<file path="src/isa_pkg.sv">
package isa_pkg;

	typedef enum logic [4:0] {
		OP_LDA, OP_LDX, OP_ADC, OP_AND, OP_ORA, OP_EOR,
		OP_STA, OP_STX, OP_INX, OP_DEX, OP_TAX, OP_TXA,
		OP_CLC, OP_SEC, OP_JMP, OP_BNE, OP_NOP, OP_ILL
	} opcode_e;

	typedef enum logic [1:0] {
		MODE_IMP, MODE_IMM, MODE_ABS, MODE_REL
	} mode_e;

	typedef enum logic [2:0] {
		ALU_ADC, ALU_AND, ALU_ORA, ALU_EOR, ALU_INC, ALU_DEC, ALU_PASS
	} alu_func_e;

	// Bit positions within P
	localparam int STATUS_C = 0;
	localparam int STATUS_Z = 1;
	localparam int STATUS_I = 2;
	localparam int STATUS_R = 5;
	localparam int STATUS_V = 6;
	localparam int STATUS_N = 7;

	// ALU B operand sources
	localparam logic [1:0] BSEL_MEM = 2'd0;
	localparam logic [1:0] BSEL_ONE = 2'd1;
	localparam logic [1:0] BSEL_A = 2'd2;
	localparam logic [1:0] BSEL_X = 2'd3;

	// Opcode bytes
	localparam logic [7:0] OPC_LDA = 8'ha9;
	localparam logic [7:0] OPC_LDX = 8'ha2;
	localparam logic [7:0] OPC_ADC = 8'h69;
	localparam logic [7:0] OPC_AND = 8'h29;
	localparam logic [7:0] OPC_ORA = 8'h09;
	localparam logic [7:0] OPC_EOR = 8'h49;
	localparam logic [7:0] OPC_STA = 8'h8d;
	localparam logic [7:0] OPC_STX = 8'h8e;
	localparam logic [7:0] OPC_INX = 8'he8;
	localparam logic [7:0] OPC_DEX = 8'hca;
	localparam logic [7:0] OPC_TAX = 8'haa;
	localparam logic [7:0] OPC_TXA = 8'h8a;
	localparam logic [7:0] OPC_CLC = 8'h18;
	localparam logic [7:0] OPC_SEC = 8'h38;
	localparam logic [7:0] OPC_JMP = 8'h4c;
	localparam logic [7:0] OPC_BNE = 8'hd0;
	localparam logic [7:0] OPC_NOP = 8'hea;

endpackage

</file>
<file path="src/arch_pkg.sv">
package arch_pkg;

	// Bus widths
	localparam int DATA_N = 8;
	localparam int ADDR_N = 16;

	// First opcode fetch after reset
	localparam logic [ADDR_N-1:0] RESET_PC = 16'h0200;

	// Stack pointer starts at the top of page one
	localparam logic [DATA_N-1:0] SP_RESET = 8'hff;

	// I flag and the always-one bit set
	localparam logic [DATA_N-1:0] P_RESET = 8'h24;

endpackage
</file>
<file path="src/cpu.sv">
`timescale 1ns/1ps

module cpu (
	input logic clk,
	input logic rst_n_i,
	input logic rdy_i,
	input logic [arch_pkg::DATA_N-1:0] data_i,
	output logic [arch_pkg::DATA_N-1:0] data_o,
	output logic [arch_pkg::ADDR_N-1:0] addr_o,
	output logic we_o,
	output logic dbg_o
);
	import arch_pkg::*;
	import isa_pkg::*;

	logic [DATA_N-1:0] ir, adl, adh, a, x, p;
	logic [DATA_N-1:0] alu_a, alu_b, alu_res;
	logic alu_cout, alu_ovf, alu_zero, alu_sign;
	logic [ADDR_N-1:0] pc;
	logic [3:0] flag_mask;
	logic [1:0] b_sel;
	logic addr_sel, pc_inc, pc_load, pc_branch;
	logic a_we, x_we, flags_en, set_c, clr_c;
	opcode_e opcode;
	mode_e mode;
	alu_func_e alu_func;

	// Data latch, holds the address high byte into the write cycle
	always_ff @(posedge clk) begin
		if (rdy_i)
			adh <= data_i;
	end

	assign addr_o = addr_sel ? {adh, adl} : pc;
	assign data_o = (opcode == OP_STX) ? x : a;

	// Only inc/dec take the constant one, and they step X
	assign alu_a = (b_sel == BSEL_ONE) ? x : a;

	always_comb begin
		case (b_sel)
			BSEL_ONE: alu_b = {{(DATA_N - 1){1'b0}}, 1'b1};
			BSEL_A: alu_b = a;
			BSEL_X: alu_b = x;
			default: alu_b = data_i;
		endcase
	end

	alu alu0 (.a_i(alu_a), .b_i(alu_b), .func_i(alu_func), .cin_i(p[STATUS_C]),
		.result_o(alu_res), .cout_o(alu_cout), .ovf_o(alu_ovf),
		.zero_o(alu_zero), .sign_o(alu_sign));

	regfile reg0 (.clk(clk), .rst_n_i(rst_n_i), .rdy_i(rdy_i),
		.alu_res_i(alu_res), .cout_i(alu_cout), .ovf_i(alu_ovf),
		.zero_i(alu_zero), .sign_i(alu_sign), .a_we_i(a_we), .x_we_i(x_we),
		.flag_mask_i(flag_mask & {4{flags_en}}), .set_c_i(set_c), .clr_c_i(clr_c),
		.a_o(a), .x_o(x), .p_o(p), .sp_o());

	pc_unit pc0 (.clk(clk), .rst_n_i(rst_n_i), .rdy_i(rdy_i), .inc_i(pc_inc),
		.load_i(pc_load), .branch_i(pc_branch), .load_addr_i({data_i, adl}),
		.offset_i(adl), .pc_o(pc));

	idec idec0 (.ir_i(ir), .opcode_o(opcode), .mode_o(mode),
		.alu_func_o(alu_func), .flag_mask_o(flag_mask));

	sequencer seq0 (.clk(clk), .rst_n_i(rst_n_i), .rdy_i(rdy_i), .data_i(data_i),
		.opcode_i(opcode), .mode_i(mode), .zflag_i(p[STATUS_Z]),
		.ir_o(ir), .adl_o(adl), .we_o(we_o), .dbg_o(dbg_o),
		.addr_sel_o(addr_sel), .pc_inc_o(pc_inc), .pc_load_o(pc_load),
		.pc_branch_o(pc_branch), .a_we_o(a_we), .x_we_o(x_we), .b_sel_o(b_sel),
		.flags_en_o(flags_en), .set_c_o(set_c), .clr_c_o(clr_c));

endmodule

</file>
<file path="src/sequencer.sv">
`timescale 1ns/1ps

module sequencer (
	input logic clk,
	input logic rst_n_i,
	input logic rdy_i,
	input logic [arch_pkg::DATA_N-1:0] data_i,
	input isa_pkg::opcode_e opcode_i,
	input isa_pkg::mode_e mode_i,
	input logic zflag_i,
	output logic [arch_pkg::DATA_N-1:0] ir_o,
	output logic [arch_pkg::DATA_N-1:0] adl_o,
	output logic we_o,
	output logic dbg_o,
	output logic addr_sel_o,
	output logic pc_inc_o,
	output logic pc_load_o,
	output logic pc_branch_o,
	output logic a_we_o,
	output logic x_we_o,
	output logic [1:0] b_sel_o,
	output logic flags_en_o,
	output logic set_c_o,
	output logic clr_c_o
);
	import isa_pkg::*;

	typedef enum logic [1:0] {S_FETCH, S_OP1, S_OP2, S_WRITE} state_e;

	state_e state_q, state_d;
	logic ir_we, adl_we, exec;

	always_comb begin
		case (opcode_i)
			OP_INX, OP_DEX: b_sel_o = BSEL_ONE;
			OP_TAX: b_sel_o = BSEL_A;
			OP_TXA: b_sel_o = BSEL_X;
			default: b_sel_o = BSEL_MEM;
		endcase
	end

	always_comb begin
		state_d = S_FETCH;
		we_o = 1'b0;
		dbg_o = 1'b0;
		addr_sel_o = 1'b0;
		pc_inc_o = 1'b0;
		pc_load_o = 1'b0;
		pc_branch_o = 1'b0;
		ir_we = 1'b0;
		adl_we = 1'b0;
		exec = 1'b0;
		case (state_q)
			S_FETCH: begin
				dbg_o = 1'b1;
				ir_we = 1'b1;
				pc_inc_o = 1'b1;
				state_d = S_OP1;
			end
			S_OP1: begin
				case (mode_i)
					MODE_IMM: begin
						pc_inc_o = 1'b1;
						exec = 1'b1;
					end
					MODE_ABS: begin
						pc_inc_o = 1'b1;
						adl_we = 1'b1;
						state_d = S_OP2;
					end
					MODE_REL: begin
						pc_inc_o = 1'b1;
						adl_we = 1'b1;
						// Extra cycle only when the branch is taken
						if (opcode_i == OP_BNE && !zflag_i)
							state_d = S_OP2;
					end
					// Implied, second cycle is a dummy read at pc
					default: exec = 1'b1;
				endcase
			end
			S_OP2: begin
				if (mode_i == MODE_REL) begin
					pc_branch_o = 1'b1;
				end else if (opcode_i == OP_JMP) begin
					pc_load_o = 1'b1;
				end else begin
					pc_inc_o = 1'b1;
					state_d = S_WRITE;
				end
			end
			default: begin
				addr_sel_o = 1'b1;
				we_o = 1'b1;
			end
		endcase
	end

	assign a_we_o = exec && (opcode_i inside {OP_LDA, OP_ADC, OP_AND, OP_ORA, OP_EOR, OP_TXA});
	assign x_we_o = exec && (opcode_i inside {OP_LDX, OP_INX, OP_DEX, OP_TAX});
	assign flags_en_o = exec;
	assign set_c_o = exec && (opcode_i == OP_SEC);
	assign clr_c_o = exec && (opcode_i == OP_CLC);

	always_ff @(posedge clk) begin
		if (!rst_n_i) begin
			state_q <= S_FETCH;
			ir_o <= OPC_NOP;
		end else if (rdy_i) begin
			state_q <= state_d;
			if (ir_we)
				ir_o <= data_i;
		end
	end

	always_ff @(posedge clk) begin
		if (rdy_i && adl_we)
			adl_o <= data_i;
	end

endmodule

</file>
<file path="src/idec.sv">
`timescale 1ns/1ps

module idec (
	input logic [arch_pkg::DATA_N-1:0] ir_i,
	output isa_pkg::opcode_e opcode_o,
	output isa_pkg::mode_e mode_o,
	output isa_pkg::alu_func_e alu_func_o,
	output logic [3:0] flag_mask_o
);
	import isa_pkg::*;

	localparam logic [3:0] MASK_NZ = 4'b1010;
	localparam logic [3:0] MASK_NVZC = 4'b1111;

	always_comb begin
		opcode_o = OP_ILL;
		mode_o = MODE_IMP;
		alu_func_o = ALU_PASS;
		flag_mask_o = 4'b0000;
		case (ir_i)
			OPC_LDA: begin opcode_o = OP_LDA; mode_o = MODE_IMM; flag_mask_o = MASK_NZ; end
			OPC_LDX: begin opcode_o = OP_LDX; mode_o = MODE_IMM; flag_mask_o = MASK_NZ; end
			OPC_ADC: begin
				opcode_o = OP_ADC;
				mode_o = MODE_IMM;
				alu_func_o = ALU_ADC;
				flag_mask_o = MASK_NVZC;
			end
			OPC_AND: begin
				opcode_o = OP_AND;
				mode_o = MODE_IMM;
				alu_func_o = ALU_AND;
				flag_mask_o = MASK_NZ;
			end
			OPC_ORA: begin
				opcode_o = OP_ORA;
				mode_o = MODE_IMM;
				alu_func_o = ALU_ORA;
				flag_mask_o = MASK_NZ;
			end
			OPC_EOR: begin
				opcode_o = OP_EOR;
				mode_o = MODE_IMM;
				alu_func_o = ALU_EOR;
				flag_mask_o = MASK_NZ;
			end
			OPC_STA: begin opcode_o = OP_STA; mode_o = MODE_ABS; end
			OPC_STX: begin opcode_o = OP_STX; mode_o = MODE_ABS; end
			OPC_INX: begin opcode_o = OP_INX; alu_func_o = ALU_INC; flag_mask_o = MASK_NZ; end
			OPC_DEX: begin opcode_o = OP_DEX; alu_func_o = ALU_DEC; flag_mask_o = MASK_NZ; end
			OPC_TAX: begin opcode_o = OP_TAX; flag_mask_o = MASK_NZ; end
			OPC_TXA: begin opcode_o = OP_TXA; flag_mask_o = MASK_NZ; end
			OPC_CLC: opcode_o = OP_CLC;
			OPC_SEC: opcode_o = OP_SEC;
			OPC_JMP: begin opcode_o = OP_JMP; mode_o = MODE_ABS; end
			OPC_BNE: begin opcode_o = OP_BNE; mode_o = MODE_REL; end
			OPC_NOP: opcode_o = OP_NOP;
			default: ;
		endcase
	end

endmodule

</file>
<file path="src/pc_unit.sv">
`timescale 1ns/1ps

module pc_unit (
	input logic clk,
	input logic rst_n_i,
	input logic rdy_i,
	input logic inc_i,
	input logic load_i,
	input logic branch_i,
	input logic [arch_pkg::ADDR_N-1:0] load_addr_i,
	input logic [arch_pkg::DATA_N-1:0] offset_i,
	output logic [arch_pkg::ADDR_N-1:0] pc_o
);
	import arch_pkg::*;

	logic [ADDR_N-1:0] pc_q;
	logic [ADDR_N-1:0] offset_ext;

	// pc already points past the offset byte when the branch is taken
	assign offset_ext = {{(ADDR_N - DATA_N){offset_i[DATA_N-1]}}, offset_i};

	always_ff @(posedge clk) begin
		if (!rst_n_i) begin
			pc_q <= RESET_PC;
		end else if (rdy_i) begin
			if (load_i)
				pc_q <= load_addr_i;
			else if (branch_i)
				pc_q <= pc_q + offset_ext;
			else if (inc_i)
				pc_q <= pc_q + 1'b1;
		end
	end

	assign pc_o = pc_q;

endmodule

</file>
<file path="src/regfile.sv">
`timescale 1ns/1ps

module regfile (
	input logic clk,
	input logic rst_n_i,
	input logic rdy_i,
	input logic [arch_pkg::DATA_N-1:0] alu_res_i,
	input logic cout_i,
	input logic ovf_i,
	input logic zero_i,
	input logic sign_i,
	input logic a_we_i,
	input logic x_we_i,
	input logic [3:0] flag_mask_i,
	input logic set_c_i,
	input logic clr_c_i,
	output logic [arch_pkg::DATA_N-1:0] a_o,
	output logic [arch_pkg::DATA_N-1:0] x_o,
	output logic [arch_pkg::DATA_N-1:0] p_o,
	output logic [arch_pkg::DATA_N-1:0] sp_o
);
	import arch_pkg::*;
	import isa_pkg::*;

	logic [DATA_N-1:0] a_q, x_q, p_q;
	logic [DATA_N-1:0] p_next;

	// Mask order is N V Z C
	always_comb begin
		p_next = p_q;
		if (flag_mask_i[3])
			p_next[STATUS_N] = sign_i;
		if (flag_mask_i[2])
			p_next[STATUS_V] = ovf_i;
		if (flag_mask_i[1])
			p_next[STATUS_Z] = zero_i;
		if (flag_mask_i[0])
			p_next[STATUS_C] = cout_i;
		if (set_c_i)
			p_next[STATUS_C] = 1'b1;
		if (clr_c_i)
			p_next[STATUS_C] = 1'b0;
		p_next[STATUS_R] = 1'b1;
	end

	always_ff @(posedge clk) begin
		if (!rst_n_i) begin
			a_q <= '0;
			x_q <= '0;
			p_q <= P_RESET;
		end else if (rdy_i) begin
			if (a_we_i)
				a_q <= alu_res_i;
			if (x_we_i)
				x_q <= alu_res_i;
			p_q <= p_next;
		end
	end

	assign a_o = a_q;
	assign x_o = x_q;
	assign p_o = p_q;
	// SP keeps its reset value since no stack instruction is decoded
	assign sp_o = SP_RESET;

endmodule

</file>
<file path="src/alu.sv">
`timescale 1ns/1ps

module alu (
	input logic [arch_pkg::DATA_N-1:0] a_i,
	input logic [arch_pkg::DATA_N-1:0] b_i,
	input isa_pkg::alu_func_e func_i,
	input logic cin_i,
	output logic [arch_pkg::DATA_N-1:0] result_o,
	output logic cout_o,
	output logic ovf_o,
	output logic zero_o,
	output logic sign_o
);
	import arch_pkg::*;
	import isa_pkg::*;

	logic [DATA_N:0] sum;

	always_comb begin
		sum = {1'b0, a_i} + {1'b0, b_i} + {{DATA_N{1'b0}}, cin_i};
		result_o = b_i;
		// Carry passes through unless ADC computes a new one
		cout_o = cin_i;
		ovf_o = 1'b0;
		case (func_i)
			ALU_ADC: begin
				result_o = sum[DATA_N-1:0];
				cout_o = sum[DATA_N];
				// Signed overflow when both inputs agree in sign and the result does not
				ovf_o = (a_i[DATA_N-1] == b_i[DATA_N-1]) &&
					(sum[DATA_N-1] != a_i[DATA_N-1]);
			end
			ALU_AND: result_o = a_i & b_i;
			ALU_ORA: result_o = a_i | b_i;
			ALU_EOR: result_o = a_i ^ b_i;
			ALU_INC: result_o = a_i + b_i;
			ALU_DEC: result_o = a_i - b_i;
			default: result_o = b_i;
		endcase
	end

	assign zero_o = (result_o == '0);
	assign sign_o = result_o[DATA_N-1];

endmodule

</file>
<file path="config.mk">
export PLATFORM = sky130hd
export DESIGN_NAME = cpu
export DESIGN_NICKNAME = d
export VERILOG_FILES = /design/src/isa_pkg.sv /design/src/arch_pkg.sv /design/src/cpu.sv /design/src/sequencer.sv /design/src/idec.sv /design/src/pc_unit.sv /design/src/regfile.sv /design/src/alu.sv
export SDC_FILE = /design/constraint.sdc
export NUM_CORES = 1
export LEC_CHECK = 0
export BUFFER_PORTS_ARGS = -buffer_cell sky130_fd_sc_hd__buf_2
export CAP_MARGIN = 30
export CORE_MARGIN = 2
export CORE_UTILIZATION = 59
export CTS_BUF_LIST = sky130_fd_sc_hd__clkbuf_4 sky130_fd_sc_hd__clkbuf_8
export CTS_CLUSTER_DIAMETER = 40
export DETAILED_ROUTE_END_ITERATION = 10
export HOLD_SLACK_MARGIN = 0.06
export MAX_ROUTING_LAYER = met4
export PLACE_DENSITY = 0.78
export SYNTH_ARGS = -nofsm -noshare
export SYNTH_HDL_FRONTEND = slang
export SYNTH_HIERARCHICAL = 1
export SYNTH_SLANG_ARGS = --single-unit
</file>
<file path="constraint.sdc">
create_clock -name clk -period 16.2 [get_ports clk]
set_clock_uncertainty 0.1 [all_clocks]
set_input_delay 1.62 -clock clk [delete_from_list [all_inputs] [get_ports clk]]
set_output_delay 1.62 -clock clk [all_outputs]
set_load 0.05 [all_outputs]
</file>
==> impl_metrics.yaml, run 1 <==
outcome:
  status: "finished clean"
cts:
  cts_buffer_depth: 2
  hold_buffers: 0
  cts_tree: "yes"
  clock-sinks: 60
  root_buffer: "clkbuf_8"
  clk_latency_ps: 350
  cts_made_buffers: 9
  cts_max_level: 3
  postCtsResizedCells: 0
  post_cts_buffers: 0
  clkSlewWorstSetupHoldPaths_ps: 80
timing:
  tns_ps: 0
  finalWorstSetupSlack_ps: 10030
  fin_hold_ws_ps: 387
  max_slew_margin: 0.361
  period_minus_slack_ps: 6170
  slew_violations: 0
  period_share: 0.381
  rsz0062_at_grt: "false"
  worst_pin_slew_ps: 948
  hold_viol: 0
  setup_viol: 0
  fmax_mhz: 162
worst_setup_path:
  crit_path_end_kind: "flip-flop"
  crit_type: "flip-flop to flip-flop"
  rr_startpoint: "seq0/ir_o[6]$_SDFFE_PN1P_"
  path_cells: "nand4bb_1 > a31o_1 > o211ai_2 > o41ai_2 > and2b_1 > nor4b_1 > buf_4 > and2_1 > nand2_1 > o21ai_0 > inv_1 > ha_1 > a21o_1 > fa_1 > nand2b_1 > o2bb2ai_1 > o21bai_1 > mux2i_1 > o32a_1 > nor4_2 > nand3_1 > a21oi_1"
  reg2reg_to: "reg0/p_o[1]$_SDFFE_PN0P_"
  crit_path_top_delay_cell: "o41ai_2"
  critPathLaunchType: "flip-flop"
  ff2ff_setup_slack_ps: 10030
  max_stage_delay_ps: 670
  worstPathArrival_ps: 6330
  cp_max_fo: 15
  startpoint: "seq0/ir_o[6]$_SDFFE_PN1P_"
  cp_top_family: "compound AO/OA/AOI/OAI gates"
  path_buf_inv: 2
  cp.required_ps: 16360
  worstRegToRegCells: 22
die:
  dieArea_sq_mm: 0.0112
  rows: 37
  core-area_sq_mm: 0.0102
  die_w_um: 106
  start_util: 0.600
  die_h_um: 106
  io_pins: 37
power_and_ir_drop:
  irDropWorstVdd_uv: 43.2
  p_leak_uw: 0.00257
  p_total_uw: 425
  power_density_mw_per_mm2: 65.9
run:
  maxCapViolations: 0
place:
  dp_hpwl_um: 12300
  io_buffers: 36
  place_congestion: 0.940
  place_ws_ps: 10230
global_routing:
  overflow: 0
  grt_pass1_wl_um: 27100
  grt_max_degree: 60
  antenna_found_initial: 0
  grt_pass1_vias: 5364
  grt_use_total: 0.308
route:
  postRouteAntennaNets: 0
  first_iter_violations: 518
  vias_per_cell: 6.52
  wire_per_inst_um: 19.1
  finalWirelength_um: 16900
  drt_first_pass_iters: 5
  num_vias: 5761
  drc: 0
final_layout:
  diodes: 0
  drive_gt1_frac: 0.202
  fill_cells: 883
  layout.nets: 789
  syn_to_final_growth_pct: 5.61
hold_path:
  min_to: "pc0/pc_o[2]$_SDFFE_PN0P_"
  hold_start: "pc0/pc_o[2]$_SDFFE_PN0P_"
  min_path_type: "flip-flop to flip-flop"
  whs_path_depth: 2
logic_synthesis:
  avgSynthCellArea_sq_um: 8.28
  syn-cell-area_sq_mm: 0.00611
  yosysWarnings: 6
  syn_nets: 784
  syn_inst: 738
==> cell usage in the layout (no fill, tap or decap), types with 5 or more instances in the layout <==
| master | n |
|---|---|
| nand2_1 | 69 |
| nor3_1 | 8 |
| nor4_1 | 6 |
| nand4_1 | 8 |
| clkbuf_8 | 9 |
| nand3_1 | 41 |
| buf_4 | 8 |
| a21oi_1 | 45 |
| buf_2 | 36 |
| xnor2_1 | 12 |
| o211ai_1 | 6 |
| and2_1 | 17 |
| edfxtp_1 | 16 |
| nor2_1 | 48 |
| nor3b_1 | 5 |
| a21o_1 | 7 |
| mux2_4 | 8 |
| and3_1 | 8 |
| nand3b_1 | 5 |
| nor2b_1 | 9 |
| nand2b_1 | 10 |
| ha_1 | 31 |
| a211oi_1 | 8 |
| inv_1 | 38 |
| o22ai_1 | 5 |
| o21bai_1 | 5 |
| a21bo_2 | 17 |
| mux2_2 | 26 |
| o31ai_1 | 6 |
| mux2i_1 | 15 |
| dfxtp_1 | 44 |
| xor2_1 | 7 |
| o21ai_0 | 38 |
==> how the worst max path moves through the flow <==
stage	to	slack [ps]	cells after the start
after global placement	reg0/p_o[1]$_SDFFE_PN0P_	10450	22
after CTS	reg0/p_o[1]$_SDFFE_PN0P_	10130	22
after global routing	reg0/p_o[1]$_SDFFE_PN0P_	9690	22
after floorplan	reg0/p_o[1]$_SDFFE_PN0P_	10930	24
after detailed placement	reg0/p_o[1]$_SDFFE_PN0P_	10230	22
final	reg0/p_o[1]$_SDFFE_PN0P_	10030	22
==> cell type report <==
type / count / area, sq um / area share
clock buffers: 11 / 139 / 0.0215
clock inverters: 5 / 62.6 / 0.00969
inverters: 38 / 143 / 0.0221
multi-input cells: 590 / 4340 / 0.672
flip-flops and latches: 60 / 1360 / 0.211
well taps: 136 / 170 / 0.0264
repair buffers: 44 / 240 / 0.0372
==> sequential cells by signal, indices dropped and copies added (netlist names) <==
signal and flops:
adh 8, pc0/pc_o 16, reg0/a_o 8, reg0/p_o 2
reg0/x_o 8, seq0/adl_o 8, seq0/ir_o 8, seq0/state_q 2
==> metal layers <==
metal  track usage  part of all wire  vias up
met4         0.109             0.023        0
met1         0.398              0.44     2773
met5             -                 0        -
met2         0.501              0.49      220
met3        0.0353             0.052       28
li1              -                 -     2740
==> power breakdown <==
| part | switching, uW | internal (uW) | total (uW) |
|---|---|---|---|
| Clock | 66.2 | 75.1 | 141 |
| Combinational | 74.4 | 42.5 | 117 |
| Sequential | 7.69 | 159 | 167 |
==> worst register-to-register path, delay by kind of cell (launching register included) <==
kind	cells	cell delay, ps
adders and majority gates	2	760
and+or+nand+nor	8	1750
AOI/OAI and AO/OA	9	2310
buffers and inverters	2	480
muxes	1	100
DFF	1	590
==> metrics by stage <==
| stage | util | instance area, sq um | cells |
|---|---|---|---|
| 6_report | 0.634 | 6450 | 884 |
| 5_1_grt | 0.634 | 6450 | 884 |
| 3_3_place_gp | 0.613 | 6240 | 867 |
| 2_1_floorplan | - | 6110 | 738 |
| 4_1_cts | 0.634 | 6450 | 884 |
| 3_5_place_dp | 0.614 | 6250 | 868 |
Power figures use the tool's default switching activity.
==> run 2, diff against run 1 <==
- clock period: 16.2 -> 6.1 ns (I/O delays scaled with it)
==> run 2 against run 1 <==
  * Total power grew to 2.5 times the previous value
  * Setup slack got worse by 9600 ps
  * Largest cell class unchanged
  * Hold slack worse by 2.4 ps
  * Critical path type unchanged
  * Die area did not move
  * Critical endpoint unchanged
==> impl_metrics.yaml, run 2 (same netlist as run 1, synthesis figures left out) <==
worst_setup_path:
  max_stage_delay_ps: 430
  critPathLaunchType: "flip-flop"
  cp.required_ps: 6270
  worstPathArrival_ps: 5810
  path_cells: "nor3b_2 > and3_1 > a31o_2 > o41ai_2 > buf_4 > and2b_1 > nor4b_1 > buf_4 > and2_1 > nand2_1 > o21ai_0 > inv_2 > ha_1 > a21o_1 > fa_1 > nand2b_1 > o2bb2ai_1 > o21bai_1 > mux2i_1 > o32a_1 > nor4_2 > nand3_1 > a21oi_1"
  ff2ff_setup_slack_ps: 460
  crit_path_end_kind: "flip-flop"
  rr_startpoint: "seq0/ir_o[3]$_SDFFE_PN1P_"
  path_buf_inv: 3
  crit_path_top_delay_cell: "fa_1"
  cp.depth: 23
  cp_max_fo: 12
  cp_common_cell: "buf_4"
  reg2reg_to: "reg0/p_o[1]$_SDFFE_PN0P_"
  cp_top_family: "compound AO/OA/AOI/OAI gates"
  crit_type: "flip-flop to flip-flop"
  worstRegToRegCells: 23
timing:
  period_share: 0.925
  slew_violations: 0
  finalWorstSetupSlack_ps: 456
  hold_viol: 0
  worst_pin_slew_ps: 961
  rsz0062_at_grt: "false"
  setup_viol: 0
  period_minus_slack_ps: 5640
  tns_ps: 0
  fin_hold_ws_ps: 385
  fmax_mhz: 177
  max_slew_margin: 0.353
route:
  num_vias: 5776
  wire_per_inst_um: 18.7
  drt_first_pass_iters: 5
  first_iter_violations: 486
  vias_per_cell: 6.50
  finalWirelength_um: 16600
  drc: 0
  postRouteAntennaNets: 0
final_layout:
  largest_reg_flops: 16
  diodes: 0
  mostFrequentLayoutCell: "nand2_1"
  final_cells: 889
  layout.nets: 794
  drive_gt1_frac: 0.214
  fill_cells: 904
  most-common-layout-cells: "nand2_1 (69), nor2_1 (48), a21oi_1 (45)"
  syn_to_final_growth_pct: 5.86
die:
  die_h_um: 106
  dieArea_sq_mm: 0.0112
  io_pins: 37
  rows: 37
  core-area_sq_mm: 0.0102
  die_w_um: 106
  start_util: 0.600
place:
  place_ws_ps: 405
  dp.cells: 873
  dp_hpwl_um: 12200
  io_buffers: 36
  place_congestion: 0.963
power_and_ir_drop:
  p_leak_uw: 0.00258
  power_density_mw_per_mm2: 167
  power.share.clock: 0.297
  swShare: 0.359
  p_seq_frac: 0.413
  p_total_uw: 1080
  irDropWorstVdd_uv: 111
  internal_power_uw: 691
  p_switching_uw: 387
  pwr-share-comb: 0.290
cts:
  clk_latency_ps: 350
  cts_buffer_depth: 2
  root_buffer: "clkbuf_8"
  clock-sinks: 60
  clkSlewWorstSetupHoldPaths_ps: 80
  cts_tree: "yes"
  hold_buffers: 0
  cts_max_level: 3
  cts_made_buffers: 9
global_routing:
  met1_usage: 0.392
  use_met3: 0.0377
  grt_max_degree: 60
  grt_busiest_layer: "met2"
  overflow: 0
  grt_pass1_vias: 5435
  grt_use_total: 0.307
  antenna_found_initial: 0
  grt_pass1_wl_um: 26900
  use_met2: 0.493
outcome:
  status: "finished clean"
hold_path:
  min_path_type: "flip-flop to flip-flop"
  hold_start: "pc0/pc_o[2]$_SDFFE_PN0P_"
  whs_path_depth: 2
  min_to: "pc0/pc_o[2]$_SDFFE_PN0P_"
run:
  maxCapViolations: 0
[run 2: cell type report]
type / count / area (sq um) / share of cell area
multi-input combinational: 590 / 4340 / 0.671
inverter: 38 / 143 / 0.0221
tap: 136 / 170 / 0.0263
timing repair buffer: 49 / 278 / 0.0429
clock buffer: 10 / 131 / 0.0203
sequential: 60 / 1370 / 0.211
clock inverter: 6 / 41.3 / 0.00638
[run 2: power groups by stage]
| stage | clock, uW | combinational (uW) | sequential, uW |
|---|---|---|---|
| 6_report | 321 | 313 | 445 |
| 5_1_grt | 339 | 342 | 448 |
| 2_1_floorplan | 0 | 248 | 442 |
| 3_5_place_dp | 0 | 306 | 453 |
| 4_1_cts | 326 | 309 | 444 |
| 3_3_place_gp | 0 | 301 | 451 |
[run 2: how the worst max path moves through the flow]
stage | startpoint | endpoint | slack, ps
finish | seq0/ir_o[3]$_SDFFE_PN1P_ | reg0/p_o[1]$_SDFFE_PN0P_ | 460
global route | seq0/ir_o[3]$_SDFFE_PN1P_ | reg0/p_o[1]$_SDFFE_PN0P_ | 7
CTS | seq0/ir_o[5]$_SDFFE_PN1P_ | reg0/p_o[1]$_SDFFE_PN0P_ | 340
detailed placement | seq0/ir_o[5]$_SDFFE_PN1P_ | reg0/p_o[1]$_SDFFE_PN0P_ | 400
global placement | seq0/ir_o[5]$_SDFFE_PN1P_ | reg0/p_o[1]$_SDFFE_PN0P_ | 520
floorplan | seq0/ir_o[2]$_SDFFE_PN0P_ | reg0/p_o[1]$_SDFFE_PN0P_ | 830
[run 2: what timing repair did]
action,4_1_cts,5_1_grt
setup buffers,0,0
setup endpoints to repair,0,2
endpoints found under the hold margin,0,0
gates resized for setup,0,7
[run 2: stage by stage]
step,utilization,area (sq um)
CTS,0.635,6460
detailed placement,0.618,6290
global route,0.635,6470
finish,0.635,6470
floorplan,-,6110
global placement,0.618,6290
[run 2: worst min-delay path, stage by stage, from the launching register on]
cell	delay [ps]
dfxtp_1	330
nand2_1	60
a21oi_1	50
[run 2: per-layer routing]
layer	share of wire	routed length [um]	vias up
met5	0	0	-
met4	0.033	542	0
met3	0.055	916	42
met2	0.48	7990	236
met1	0.43	7160	2733
li1	-	-	2765
